### config.mk
export PLATFORM = sky130hd
export DESIGN_NAME = mac_top
export DESIGN_NICKNAME = d
export VERILOG_FILES = /design/src/common/mac_pkg.sv /design/src/mac_rx/mac_rx_parser.sv /design/src/mac_tx/mac_tx_fcs.sv /design/src/mac_tx/mac_tx_framer.sv /design/src/crc32.sv /design/src/mac_top.sv
export SDC_FILE = /design/constraint.sdc
export NUM_CORES = 1
export LEC_CHECK = 0
export BUFFER_PORTS_ARGS = -buffer_cell sky130_fd_sc_hd__buf_4
export CAP_MARGIN = 20
export CORE_UTILIZATION = 52
export CTS_CLUSTER_DIAMETER = 80
export DETAILED_ROUTE_END_ITERATION = 7
export PLACE_DENSITY = 0.81
export RECOVER_POWER = 25
export SYNTH_ARGS = -nofsm -noshare
export SYNTH_HDL_FRONTEND = slang
export SYNTH_SLANG_ARGS = --single-unit
### constraint.sdc
create_clock -name clk -period 10.6 [get_ports clk]
set_input_delay 0.53 -clock clk [delete_from_list [all_inputs] [get_ports clk]]
set_output_delay 0.53 -clock clk [all_outputs]
set_load 0.02 [all_outputs]
### src/common/mac_pkg.sv
package mac_pkg;

  typedef logic [7:0]  byte_t;
  typedef logic [47:0] mac_addr_t;   // Sent MSB first
  typedef logic [15:0] ethertype_t;
  typedef logic [31:0] crc_t;
  typedef logic [10:0] len_t;        // Payload byte count

  localparam int        PREAMBLE_LEN  = 7;
  localparam byte_t     SFD_BYTE      = 8'hd5;
  localparam byte_t     PREAMBLE_BYTE = 8'h55;
  localparam int        HDR_LEN       = 14;  // dst + src + ethertype
  localparam int        MIN_PAYLOAD   = 46;
  localparam int        IFG_LEN       = 12;
  localparam int        FCS_LEN       = 4;
  localparam int        RX_DLY_LEN    = FCS_LEN + 1;
  localparam crc_t      CRC_POLY      = 32'hedb88320; // 04c11db7 bit reversed
  localparam crc_t      CRC_PRESET    = 32'hffffffff;
  localparam crc_t      CRC_RESIDUE   = 32'hdebb20e3; // Remainder after a good FCS
  localparam mac_addr_t BROADCAST_ADDR = 48'hffff_ffff_ffff;

  typedef struct packed {
    mac_addr_t  dst;
    ethertype_t ethertype;
  } tx_hdr_t;

  typedef struct packed {
    byte_t data;
    logic  last;
  } pl_byte_t;

  typedef struct packed {
    byte_t data;
    logic  crc_en;  // Byte is covered by the FCS
    logic  last;    // Final byte ahead of the FCS
  } frm_byte_t;

  typedef struct packed {
    byte_t d;
    logic  v;
  } phy_t;

  typedef struct packed {
    mac_addr_t  dst;
    mac_addr_t  src;
    ethertype_t ethertype;
  } rx_hdr_t;

  typedef enum logic [2:0] {
    tx_idle, tx_preamble, tx_header, tx_payload, tx_pad, tx_wait_fcs, tx_gap
  } tx_state_t;

  typedef enum logic [2:0] {
    rx_idle, rx_preamble, rx_header, rx_payload, rx_drop
  } rx_state_t;

endpackage

### src/mac_rx/mac_rx_parser.sv
`timescale 1ns/10ps

module mac_rx_parser import mac_pkg::*; (
  input  logic      clk,
  input  logic      fsm_rst,
  input  mac_addr_t station_addr,
  input  phy_t      phy_rx,
  output rx_hdr_t   rx_hdr,
  output logic      rx_hdr_valid,
  output pl_byte_t  rx_out,
  output logic      rx_valid,
  output logic      rx_fcs_ok
);

  rx_state_t                state;
  logic [3:0]               idx;
  logic [2:0]               fill;     // Bytes held in the delay line
  byte_t [RX_DLY_LEN-1:0]   dly;
  logic [HDR_LEN*8-1:0]     hdr_sr;
  logic [HDR_LEN*8-1:0]     hdr_next;
  rx_hdr_t                  hdr_cand;
  logic                     addr_hit;
  logic                     dly_full;
  logic                     crc_clear;
  logic                     crc_en;
  logic                     residue_ok;

  assign hdr_next  = {hdr_sr[HDR_LEN*8-9:0], phy_rx.d};
  assign hdr_cand  = rx_hdr_t'(hdr_next);
  assign addr_hit  = (hdr_cand.dst == station_addr) || (hdr_cand.dst == BROADCAST_ADDR);
  assign dly_full  = (fill == 3'(RX_DLY_LEN));
  assign crc_clear = (state == rx_idle) || (state == rx_preamble);
  assign crc_en    = phy_rx.v && ((state == rx_header) || (state == rx_payload));

  crc32 u_crc (
    .clk        (clk),
    .fsm_rst    (fsm_rst),
    .clear      (crc_clear),
    .en         (crc_en),
    .d          (phy_rx.d),
    .crc        (),
    .residue_ok (residue_ok)
  );

  always_ff @(posedge clk) begin
    if (fsm_rst) begin
      state        <= rx_idle;
      idx          <= '0;
      fill         <= '0;
      rx_hdr_valid <= 1'b0;
      rx_valid     <= 1'b0;
      rx_fcs_ok    <= 1'b0;
    end else begin
      rx_hdr_valid <= 1'b0;
      rx_valid     <= 1'b0;
      rx_fcs_ok    <= 1'b0;
      case (state)
        rx_idle: if (phy_rx.v) begin
          state <= (phy_rx.d == PREAMBLE_BYTE) ? rx_preamble : rx_drop;
        end

        rx_preamble: begin
          if (!phy_rx.v) begin
            state <= rx_idle;
          end else if (phy_rx.d == SFD_BYTE) begin
            idx   <= '0;
            state <= rx_header;
          end else if (phy_rx.d != PREAMBLE_BYTE) begin
            state <= rx_drop;
          end
        end

        rx_header: begin
          if (!phy_rx.v) begin
            state <= rx_idle;  // Runt frame is not reported
          end else begin
            hdr_sr <= hdr_next;
            idx    <= idx + 1'b1;
            if (idx == 4'(HDR_LEN - 1)) begin
              fill <= '0;
              if (addr_hit) begin
                rx_hdr       <= hdr_cand;
                rx_hdr_valid <= 1'b1;
                state        <= rx_payload;
              end else begin
                state <= rx_drop;
              end
            end
          end
        end

        rx_payload: begin
          rx_out.data <= dly[RX_DLY_LEN-1];
          rx_valid    <= dly_full;
          if (phy_rx.v) begin
            dly         <= {dly[RX_DLY_LEN-2:0], phy_rx.d};
            rx_out.last <= 1'b0;
            if (!dly_full) fill <= fill + 1'b1;
          end else begin
            // Oldest byte is the last payload byte and the rest is FCS
            rx_out.last <= 1'b1;
            rx_fcs_ok   <= dly_full && residue_ok;
            state       <= rx_idle;
          end
        end

        rx_drop: if (!phy_rx.v) state <= rx_idle;

        default: state <= rx_idle;
      endcase
    end
  end

  // Only the flagged final byte comes out after the payload state
  a_rx_valid_in_payload: assert property (@(posedge clk) disable iff (fsm_rst)
    rx_valid |-> (state == rx_payload) || (state == rx_idle && rx_out.last));

endmodule

### src/mac_tx/mac_tx_fcs.sv
`timescale 1ns/10ps

module mac_tx_fcs import mac_pkg::*; (
  input  logic      clk,
  input  logic      fsm_rst,
  input  frm_byte_t frm,
  input  logic      frm_valid,
  output logic      frm_ready,
  output phy_t      phy_tx
);

  logic [2:0] fcs_cnt;   // FCS bytes still to send
  logic [1:0] fcs_idx;
  logic       accept;
  logic       crc_clear;
  logic       crc_en;
  logic       in_frame;
  crc_t       crc;

  assign frm_ready = (fcs_cnt == '0);
  assign accept    = frm_valid && frm_ready;
  assign fcs_idx   = 2'(3'(FCS_LEN) - fcs_cnt);
  assign crc_en    = accept && frm.crc_en;
  assign crc_clear = (fcs_cnt == 3'd1);  // Along with the final FCS byte

  crc32 u_crc (
    .clk        (clk),
    .fsm_rst    (fsm_rst),
    .clear      (crc_clear),
    .en         (crc_en),
    .d          (frm.data),
    .crc        (crc),
    .residue_ok ()
  );

  always_ff @(posedge clk) begin
    if (fsm_rst) begin
      phy_tx.v <= 1'b0;
      fcs_cnt  <= '0;
      in_frame <= 1'b0;
    end else begin
      if (accept) begin
        phy_tx   <= '{d: frm.data, v: 1'b1};
        in_frame <= !frm.last;
        if (frm.last) fcs_cnt <= 3'(FCS_LEN);
      end else if (fcs_cnt != '0) begin
        phy_tx  <= '{d: crc[8*fcs_idx +: 8], v: 1'b1};  // LSB first
        fcs_cnt <= fcs_cnt - 1'b1;
      end else begin
        phy_tx.v <= 1'b0;
      end
    end
  end

  // A hole in the framed bytes would break v on the wire
  a_frm_contiguous: assert property (@(posedge clk) disable iff (fsm_rst)
    in_frame |-> frm_valid);

endmodule

### src/mac_tx/mac_tx_framer.sv
`timescale 1ns/10ps

module mac_tx_framer import mac_pkg::*; (
  input  logic      clk,
  input  logic      fsm_rst,
  input  mac_addr_t station_addr,
  input  tx_hdr_t   tx_hdr,
  input  pl_byte_t  tx_in,
  input  logic      tx_valid,
  output logic      tx_ready,
  output frm_byte_t frm,
  output logic      frm_valid,
  input  logic      frm_ready
);

  tx_state_t            state;
  logic [4:0]           idx;
  len_t                 len;
  len_t                 len_nxt;
  logic [HDR_LEN*8-1:0] hdr_sr;   // dst, src, ethertype
  pl_byte_t             hold_q;   // First byte, taken at the start handshake
  logic                 hold_v;
  pl_byte_t             pl;
  logic                 pl_ok;
  logic                 adv;
  logic                 take;

  assign adv     = !frm_valid || frm_ready;
  assign take    = tx_valid && tx_ready;
  assign pl      = hold_v ? hold_q : tx_in;
  assign pl_ok   = hold_v || take;
  assign len_nxt = len + 1'b1;

  always_ff @(posedge clk) begin
    if (fsm_rst) begin
      state     <= tx_idle;
      tx_ready  <= 1'b0;
      frm_valid <= 1'b0;
      idx       <= '0;
      len       <= '0;
      hold_v    <= 1'b0;
    end else begin
      case (state)
        tx_idle: begin
          if (take) begin
            tx_ready  <= 1'b0;
            hold_q    <= tx_in;
            hold_v    <= 1'b1;
            hdr_sr    <= {tx_hdr.dst, station_addr, tx_hdr.ethertype};
            frm       <= '{data: PREAMBLE_BYTE, crc_en: 1'b0, last: 1'b0};
            frm_valid <= 1'b1;
            idx       <= 5'd1;
            len       <= '0;
            state     <= tx_preamble;
          end else if (tx_valid) begin
            tx_ready <= 1'b1;  // One cycle window for the first byte
          end
        end

        tx_preamble: if (adv) begin
          if (idx == 5'(PREAMBLE_LEN)) begin
            frm   <= '{data: SFD_BYTE, crc_en: 1'b0, last: 1'b0};
            idx   <= '0;
            state <= tx_header;
          end else begin
            frm <= '{data: PREAMBLE_BYTE, crc_en: 1'b0, last: 1'b0};
            idx <= idx + 1'b1;
          end
        end

        tx_header: if (adv) begin
          frm    <= '{data: hdr_sr[HDR_LEN*8-1 -: 8], crc_en: 1'b1, last: 1'b0};
          hdr_sr <= hdr_sr << 8;
          idx    <= idx + 1'b1;
          if (idx == 5'(HDR_LEN - 1)) state <= tx_payload;
        end

        tx_payload: if (adv) begin
          frm_valid <= pl_ok;
          if (pl_ok) begin
            frm <= '{data: pl.data, crc_en: 1'b1,
                     last: pl.last && (len_nxt >= len_t'(MIN_PAYLOAD))};
            len      <= len_nxt;
            hold_v   <= 1'b0;
            tx_ready <= !pl.last;
            if (pl.last) begin
              state <= (len_nxt >= len_t'(MIN_PAYLOAD)) ? tx_wait_fcs : tx_pad;
            end
          end
        end

        tx_pad: if (adv) begin
          frm <= '{data: 8'h00, crc_en: 1'b1, last: len_nxt == len_t'(MIN_PAYLOAD)};
          len <= len_nxt;
          if (len_nxt == len_t'(MIN_PAYLOAD)) state <= tx_wait_fcs;
        end

        tx_wait_fcs: if (frm_ready) begin  // Final byte goes this cycle
          frm_valid <= 1'b0;
          idx       <= '0;
          state     <= tx_gap;
        end

        tx_gap: if (frm_ready) begin  // Counts only once the FCS is out
          idx <= idx + 1'b1;
          if (idx == 5'(IFG_LEN - 1)) state <= tx_idle;
        end

        default: state <= tx_idle;
      endcase
    end
  end

  // Upper layer must keep the payload flowing, the PHY cannot pause
  a_payload_no_gap: assert property (@(posedge clk) disable iff (fsm_rst)
    (state == tx_payload && tx_ready) |-> tx_valid);

endmodule

### src/crc32.sv
`timescale 1ns/10ps

module crc32 import mac_pkg::*; (
  input  logic  clk,
  input  logic  fsm_rst,
  input  logic  clear,
  input  logic  en,
  input  byte_t d,
  output crc_t  crc,
  output logic  residue_ok
);

  crc_t rem;

  // LSB first, one bit per step
  function automatic crc_t crc_byte(crc_t c, byte_t b);
    crc_t r;
    r = c;
    for (int i = 0; i < 8; i++) begin
      if (r[0] ^ b[i]) begin
        r = (r >> 1) ^ CRC_POLY;
      end else begin
        r = r >> 1;
      end
    end
    return r;
  endfunction

  always_ff @(posedge clk) begin
    if (fsm_rst || clear) begin
      rem <= CRC_PRESET;
    end else if (en) begin
      rem <= crc_byte(rem, d);
    end
  end

  assign crc        = ~rem;  // Ready to send, low byte first
  assign residue_ok = (rem == CRC_RESIDUE);

endmodule

### src/mac_top.sv
`timescale 1ns/10ps

module mac_top import mac_pkg::*; (
  input  logic      clk,
  input  logic      fsm_rst,
  input  mac_addr_t station_addr,
  input  tx_hdr_t   tx_hdr,
  input  pl_byte_t  tx_in,
  input  logic      tx_valid,
  output logic      tx_ready,
  output phy_t      phy_tx,
  input  phy_t      phy_rx,
  output rx_hdr_t   rx_hdr,
  output logic      rx_hdr_valid,
  output pl_byte_t  rx_out,
  output logic      rx_valid,
  output logic      rx_fcs_ok
);

  frm_byte_t frm;
  logic      frm_valid;
  logic      frm_ready;

  mac_tx_framer u_framer (
    .clk          (clk),
    .fsm_rst      (fsm_rst),
    .station_addr (station_addr),
    .tx_hdr       (tx_hdr),
    .tx_in        (tx_in),
    .tx_valid     (tx_valid),
    .tx_ready     (tx_ready),
    .frm          (frm),
    .frm_valid    (frm_valid),
    .frm_ready    (frm_ready)
  );

  mac_tx_fcs u_fcs (
    .clk       (clk),
    .fsm_rst   (fsm_rst),
    .frm       (frm),
    .frm_valid (frm_valid),
    .frm_ready (frm_ready),
    .phy_tx    (phy_tx)
  );

  mac_rx_parser u_rx (
    .clk          (clk),
    .fsm_rst      (fsm_rst),
    .station_addr (station_addr),
    .phy_rx       (phy_rx),
    .rx_hdr       (rx_hdr),
    .rx_hdr_valid (rx_hdr_valid),
    .rx_out       (rx_out),
    .rx_valid     (rx_valid),
    .rx_fcs_ok    (rx_fcs_ok)
  );

endmodule

* Word-level counts from Yosys, hierarchy flattened
Cells that the tools add are included.
Word-level totals: register bits 507, input bits 133, output and inout port bits 134, word-level logic and storage cells 300
Operators by class: $add $sub $neg 6, $lt $le $gt $ge 1, equality and inequality tests 48, shifts and indexed selects 1, muxes and demuxes 122, bitwise operators 38, reductions and logical operators 50
Operator list (number):
- 32-bit 2-to-1 mux | 44
- 112-bit 2-to-1 mux | 2
- 13-bit NOT with 14-bit output | 16
- 112-bit one-hot mux with 2 select lines | 1
- 3-bit 2-to-1 mux | 29
- 10-bit 2-to-1 mux | 7
- 10-bit one-hot mux with 5 select lines | 1
- 48-bit == test | 1
- 48-bit == test (second input constant) | 1
- 11-bit 2-to-1 mux | 4
- 11-bit one-hot mux with 3 select lines | 1
- 32-bit == test (second input constant) | 1
- 32-bit NOT | 1
- 32-bit by 6-bit indexed part select with 8-bit output | 1
- 5-bit 2-to-1 mux | 6
- 2-bit by 1-bit != test with 1-bit output (second input constant) | 13
- 5-bit one-hot mux with 5 select lines | 1
- 4-bit AND reduction | 6
- 3-bit one-hot mux with 7 select lines | 1
- 9-bit 2-to-1 mux | 2
- 2-bit != test (second input constant) | 9
- 1-bit XOR | 16
- 3-bit == test (second input constant) | 5
- 5-bit AND reduction | 3
- 43 further kinds | 94

* Longest topological paths before layout
depth in word-level cells 31, depth in mapped cells 10, mapped depth without buffers 8

* Hierarchy
A second synthesis with hierarchy kept.
Unflattened totals: cell total of the unflattened synthesis 1466, area, all modules 21356.7 µm²
By module, submodules not included:
- mac_rx_parser | times used 1, cells an instance 436, area each 9349.0 µm², seq. area each 8217.9 µm²
- mac_tx_framer | times used 1, cells an instance 531, area each 7173.1 µm², seq. area each 4374.2 µm²
- crc32 | times used 2, cells an instance 223, area each 2025.7 µm², seq. area each 640.6 µm²
- mac_tx_fcs | times used 1, cells an instance 53, area each 783.3 µm², seq. area each 320.3 µm²

* Worst setup path before layout
OpenSTA, ideal clock, no wires.
kind register to register, from reg u_framer.state[0], to reg u_framer.hdr_sr[0], enable pin, setup time 0.749 ns, data arrival time 9.451 ns, data required time 9.851 ns, path slack 0.400 ns, stages on the path, launching flop included 8, buffers on the path 2, period minus slack after synthesis 10.200 ns, path through dfxtp_1 -> inv_1 -> ha_1 -> clkbuf_1 -> nor2b_1 -> clkbuf_1 -> o21ai_0 -> a211oi_1
On the way: longest elaborated chain between the ends 3, elaborated cells on any way between the ends 6, those cells by class eq/ne (3); reduce/logical (3)
RTL lines:
- from (decl) | RTL line mac_tx_framer.sv:16 | tx_state_t state;
- from (signal assigned) | RTL line mac_tx_framer.sv:36 | state <= tx_idle;
- from (signal assigned) | RTL line mac_tx_framer.sv:54 | state <= tx_preamble;
- from (signal assigned) | RTL line mac_tx_framer.sv:64 | state <= tx_header;
- 3-bit by 2-bit == test with 1-bit output / 3-bit zero test (equally long branches) | RTL line mac_tx_framer.sv:43 | case (state)
- 2-bit by 1-bit != test with 1-bit output (no source line) / 2-bit nonzero test (equally long branches)
- 4-bit AND reduction (no source line) (*)
- to (signal assigned) | RTL line mac_tx_framer.sv:49 | hdr_sr <= {tx_hdr.dst, station_addr, tx_hdr.ethertype};
- to (signal assigned) | RTL line mac_tx_framer.sv:73 | hdr_sr <= hdr_sr << 8;
- to (decl) | RTL line mac_tx_framer.sv:20 | logic [HDR_LEN*8-1:0] hdr_sr;
Mark *: on every way between the ends. The rest lies on a longest branch, timed or not. A chain may end at the register's enable or synchronous reset.

* Worst setup path after layout
from reg u_rx.hdr_sr[88], to reg, netlist name u_rx.rx_hdr[89]
On the way: longest elaborated chain between the ends 3, elaborated cells on any way between the ends 4, those cells by class eq/ne (2); reduce/logical (2)
RTL lines:
- from (decl) | RTL line mac_rx_parser.sv:19 | logic [HDR_LEN*8-1:0] hdr_sr;
- from (signal assigned) | RTL line mac_rx_parser.sv:77 | hdr_sr <= hdr_next;
- 48-bit == test | RTL line mac_rx_parser.sv:30 | assign addr_hit = (hdr_cand.dst == station_addr) || (hdr_cand.dst == BROADCAST_ADDR);
- 1-bit logical OR (*) | RTL line mac_rx_parser.sv:30
- 5-bit AND reduction (no source line) (*)
Marked as above.

==> impl_table.tex <==
\begin{tabular}{lr}
\hline
Metric & Value \\
\hline
\multicolumn{2}{l}{\textbf{Status}} \\
\quad Outcome & completed \\
\multicolumn{2}{l}{\textbf{Synth}} \\
\quad Number of enable flip-flop cells after synthesis & 404 \\
\quad Number of distinct library cells after synthesis & between 60 and 70 \\
\quad Async S/R FF share, synth & 0\% \\
\quad Warning count from the yosys run & 0 \\
\quad Number of synthesized register bits & 507 \\
\quad Cell Area, Synth & approximately 0.021 mm² \\
\quad Syn Area/Cell & 12.93 µm² \\
\quad Synth Flop Type & sky130\_fd\_sc\_hd\_\_edfxtp\_1 \\
\quad Synthesized instance count & 1,611 \\
\quad Post-synthesis sequential area ratio & approximately two thirds \\
\quad Syn nets & between 1,500 and 2,000 \\
\multicolumn{2}{l}{\textbf{Die}} \\
\quad Area of the die & 0.04087 mm² \\
\quad Boundary Pins & around 270 \\
\quad Core region area & 0.03910 mm² \\
\quad Die boundary height & 202.2 µm \\
\quad Site row count & 72 \\
\quad Horiz. Die Dim & between 200 and 250 µm \\
\quad Starting utilization of the core area & 53.28\% \\
\multicolumn{2}{l}{\textbf{Clock tree}} \\
\quad Clock Path Buffers & 3 \\
\quad Inserted Clock Buffers & 50 \\
\quad CTS Root Buffer Type & sky130\_fd\_sc\_hd\_\_clkbuf\_16 \\
\quad Sink Count & between 500 and 600 \\
\quad Clock latency on the worst-skew pair & 0.61 ns \\
\quad Count of buffers added by post-CTS timing repair for setup & 0 \\
\quad TritonCTS clock tree & built \\
\quad Hold Buf Count CTS & 0 \\
\quad Clk slew on worst S/H paths & 0.06 ns \\
\quad Cells resized by post-CTS repair & 0 \\
\quad H-tree lvl count & 2 \\
\multicolumn{2}{l}{\textbf{Placement}} \\
\quad Worst slack, placed & 6.450 ns \\
\quad Total half-perimeter wirelength after legalization and detailed placement & 30.98 mm \\
\quad Routability cong. & 0.8954 \\
\quad Count of input and output buffers & 266 \\
\multicolumn{2}{l}{\textbf{Drt}} \\
\quad Detailed-route DRC error count & 0 \\
\quad DR iter-0 viols & 1,153 \\
\quad Met1 routed wirelength after detailed routing & approximately 19 mm \\
\quad Routed len/inst & 18.92 µm \\
\quad Number of vias per cell & 5.469 \\
\quad DRT Pass-1 Iters & 5 \\
\quad Total Wirelength & 46.18 mm \\
\quad DRT antenna net count & 0 \\
\quad Uppermost signal routing layer after detailed routing & met5 \\
\quad Detailed route wirelength on metal2 & 22.18 mm \\
\quad Total number of vias & 13,350 \\
\quad Met3 routed WL & between 4 and 5 mm \\
\multicolumn{2}{l}{\textbf{STA}} \\
\quad Number of hold violations in the final report & 0 \\
\quad Setup repair after global routing missed its margin & false \\
\quad Final critical-path share of the clock period & between 30 and 40\% \\
\quad Shortest period the worst path allows & 3.435 ns \\
\quad Relative max-transition margin & between 30\% and 40\% \\
\quad Worst setup skew after layout & 0.01462 ns \\
\quad Slew Limit Fails & 0 \\
\quad Top achievable clock speed & between 0.2 and 0.3 GHz \\
\quad Accumulated negative setup slack & 0 ns \\
\quad Worst slew pin tran & 1.011 ns \\
\quad Setup slack after layout & about 7 ns \\
\quad Number of setup violations in the final report & 0 \\
\multicolumn{2}{l}{\textbf{Worst setup path}} \\
\quad Type of origin of the critical path & register \\
\quad Setup crit end kind & register \\
\quad Worst-path fanout max & 76 \\
\quad Req. time, crit path & 10.86 ns \\
\quad Critical path class & reg2reg \\
\quad Arr. time, crit path & 3.70 ns \\
\multicolumn{2}{l}{\textbf{Global route}} \\
\quad Pin count of the biggest net entering global routing & 116 \\
\quad Aggregate global-route resource usage & 22.40\% \\
\quad Number of antenna violations at the first check in global routing & 6 \\
\quad Number of global-route vias before repair & 13,120 \\
\quad Global-route wire length before repair & slightly above 70 mm \\
\quad Global route overflow & 0 \\
\multicolumn{2}{l}{\textbf{Power and ir drop}} \\
\quad Total power per unit cell area & about 220 mW/mm² \\
\quad Worst voltage drop across the vdd grid & 149.1 µV \\
\quad Leakage power total & 0.009489 µW \\
\multicolumn{2}{l}{\textbf{Final layout}} \\
\quad Number of nets in the layout & slightly above 2,000 \\
\quad Area of the multi-input gates & around 0.0064 mm² \\
\quad Layout cells sized above 1 & 20.05\% \\
\quad Layout-stage area growth over the synthesis result & 20.15\% \\
\quad Number of filler cells placed in the layout & 2,788 \\
\quad Most frequent cells in the layout & 404 x sky130\_fd\_sc\_hd\_\_nand2\_1, 404 x sky130\_fd\_sc\_hd\_\_edfxtp\_1, 262 x sky130\_fd\_sc\_hd\_\_buf\_4, 103 x sky130\_fd\_sc\_hd\_\_dfxtp\_1, 92 x sky130\_fd\_sc\_hd\_\_xor2\_1 \\
\quad Sequential cell area & 0.01419 mm² \\
\multicolumn{2}{l}{\textbf{Run}} \\
\quad Number of violations of the max-capacitance limit & 0 \\
\multicolumn{2}{l}{\textbf{Hold path}} \\
\quad Path class of the lowest-slack min-delay path & in2reg \\
\hline
\end{tabular}
[cell usage after synthesis (6+ instances only)]
master,number,area [µm²]
sky130_fd_sc_hd__a21oi_1,44,220.2
sky130_fd_sc_hd__clkbuf_1,61,229.0
sky130_fd_sc_hd__dfxtp_1,103,2062
sky130_fd_sc_hd__nand4_1,24,150.1
sky130_fd_sc_hd__xnor2_2,12,195.2
sky130_fd_sc_hd__and3_1,7,43.79
sky130_fd_sc_hd__and2_1,11,68.82
sky130_fd_sc_hd__xnor2_1,82,718.2
sky130_fd_sc_hd__nand3_1,13,65.06
sky130_fd_sc_hd__nand2_1,404,1516
sky130_fd_sc_hd__o21ai_0,36,180.2
sky130_fd_sc_hd__ha_1,15,187.7
sky130_fd_sc_hd__edfxtp_1,404,12130
sky130_fd_sc_hd__nand2b_1,12,75.07
sky130_fd_sc_hd__mux4_2,8,180.2
sky130_fd_sc_hd__nor2_1,61,229.0
sky130_fd_sc_hd__inv_1,18,67.56
sky130_fd_sc_hd__nor4_1,16,100.1
sky130_fd_sc_hd__nor2b_1,7,43.79
sky130_fd_sc_hd__xor2_1,92,805.8
sky130_fd_sc_hd__mux2_2,6,67.56
sky130_fd_sc_hd__nand3b_1,8,60.06
sky130_fd_sc_hd__o211ai_1,61,457.9
sky130_fd_sc_hd__a211oi_1,6,45.04
sky130_fd_sc_hd__nor3_1,12,60.06
[flip-flops by register name (all words and copies together) (netlist names), 4 cells and up]
register         flops
u_framer.frm        10
u_rx.hdr_sr        104
u_framer.hdr_sr    112
u_rx.rx_hdr        112
u_fcs.u_crc.rem     32
u_framer.len        11
u_fcs.phy_tx         9
u_rx.idx             4
u_framer.hold_q      9
u_rx.rx_out          9
u_framer.idx         5
u_rx.dly            40
u_rx.u_crc.rem      32
[worst max-delay path, cell delays in order (launching register included)]
cell and delay [ns]:
sky130_fd_sc_hd__edfxtp_1 0.47, sky130_fd_sc_hd__xor2_1 0.18, sky130_fd_sc_hd__nor4_1 0.48, sky130_fd_sc_hd__nand4_1 0.18
sky130_fd_sc_hd__o31ai_1 0.38, sky130_fd_sc_hd__buf_4 0.24, sky130_fd_sc_hd__and3_4 0.41, sky130_fd_sc_hd__buf_4 0.31
sky130_fd_sc_hd__buf_16 0.34
[layer usage]
| layer | vias to the layer above | global-route usage [%] |
|---|---|---|
| met1 | 6406 | 28.72 |
| met4 | 6 | 7.170 |
| met3 | 108 | 6.788 |
| li1 | 6296 | - |
| met5 | - | 0 |
| met2 | 534 | 36.54 |
[final timing paths]
check	start	end	cells past startpoint	slack, ns
worst max-delay path	u_rx.hdr_sr[88]	u_rx.rx_hdr[89]	8	7.17
worst min-delay path	tx_in[5]	u_framer.hold_q[5]	1	0.14
worst max register to register	u_rx.hdr_sr[88]	u_rx.rx_hdr[89]	8	7.17
worst min register to register	u_rx.dly[37]	u_rx.rx_out[6]	0	0.41
[layout make-up]
| type | count | share of cell area [%] |
|---|---|---|
| inverters | 18 | 0.2699 |
| multi-input cells | 1018 | 25.47 |
| clock inverters | 31 | 1.190 |
| diodes | 3 | 0.02999 |
| repair buffers | 284 | 8.568 |
| well taps | 518 | 2.589 |
| flip-flops and latches | 507 | 56.71 |
| clock buffers | 62 | 5.179 |
[power by group]
part	switching [µW]	internal (µW)
Clock	758	951
Combinational	843	528
Sequential	94.6	2400
Total	1700	3870
[kinds of logic after synthesis]
group | count (synthesis) | synth area share (%)
fa+ha+maj | 15 | 0.9009
simple gates | 598 | 12.49
flops | 507 | 68.13
xor+xnor | 196 | 9.393
mux | 19 | 1.429
compound gates | 190 | 6.084
buf+inv | 86 | 1.574
[per-stage QoR]
| stage | hold slack [ns] | total power (µW) | std cells | utilization (%) | area [µm²] |
|---|---|---|---|---|---|
| after floorplan | 0.4003 | 3575 | 1611 | - | 20830 |
| after global placement | 0.4008 | 3839 | 2341 | 59.82 | 23390 |
| after detailed placement | 0.4045 | 3882 | 2342 | 59.89 | 23410 |
| after CTS | 0.08759 | 5596 | 2435 | 63.96 | 25010 |
| after global routing | 0.1049 | 5837 | 2439 | 64.01 | 25030 |
| final | 0.1385 | 5570 | 2441 | 64.02 | 25030 |
Power figures use the tool's default switching activity.
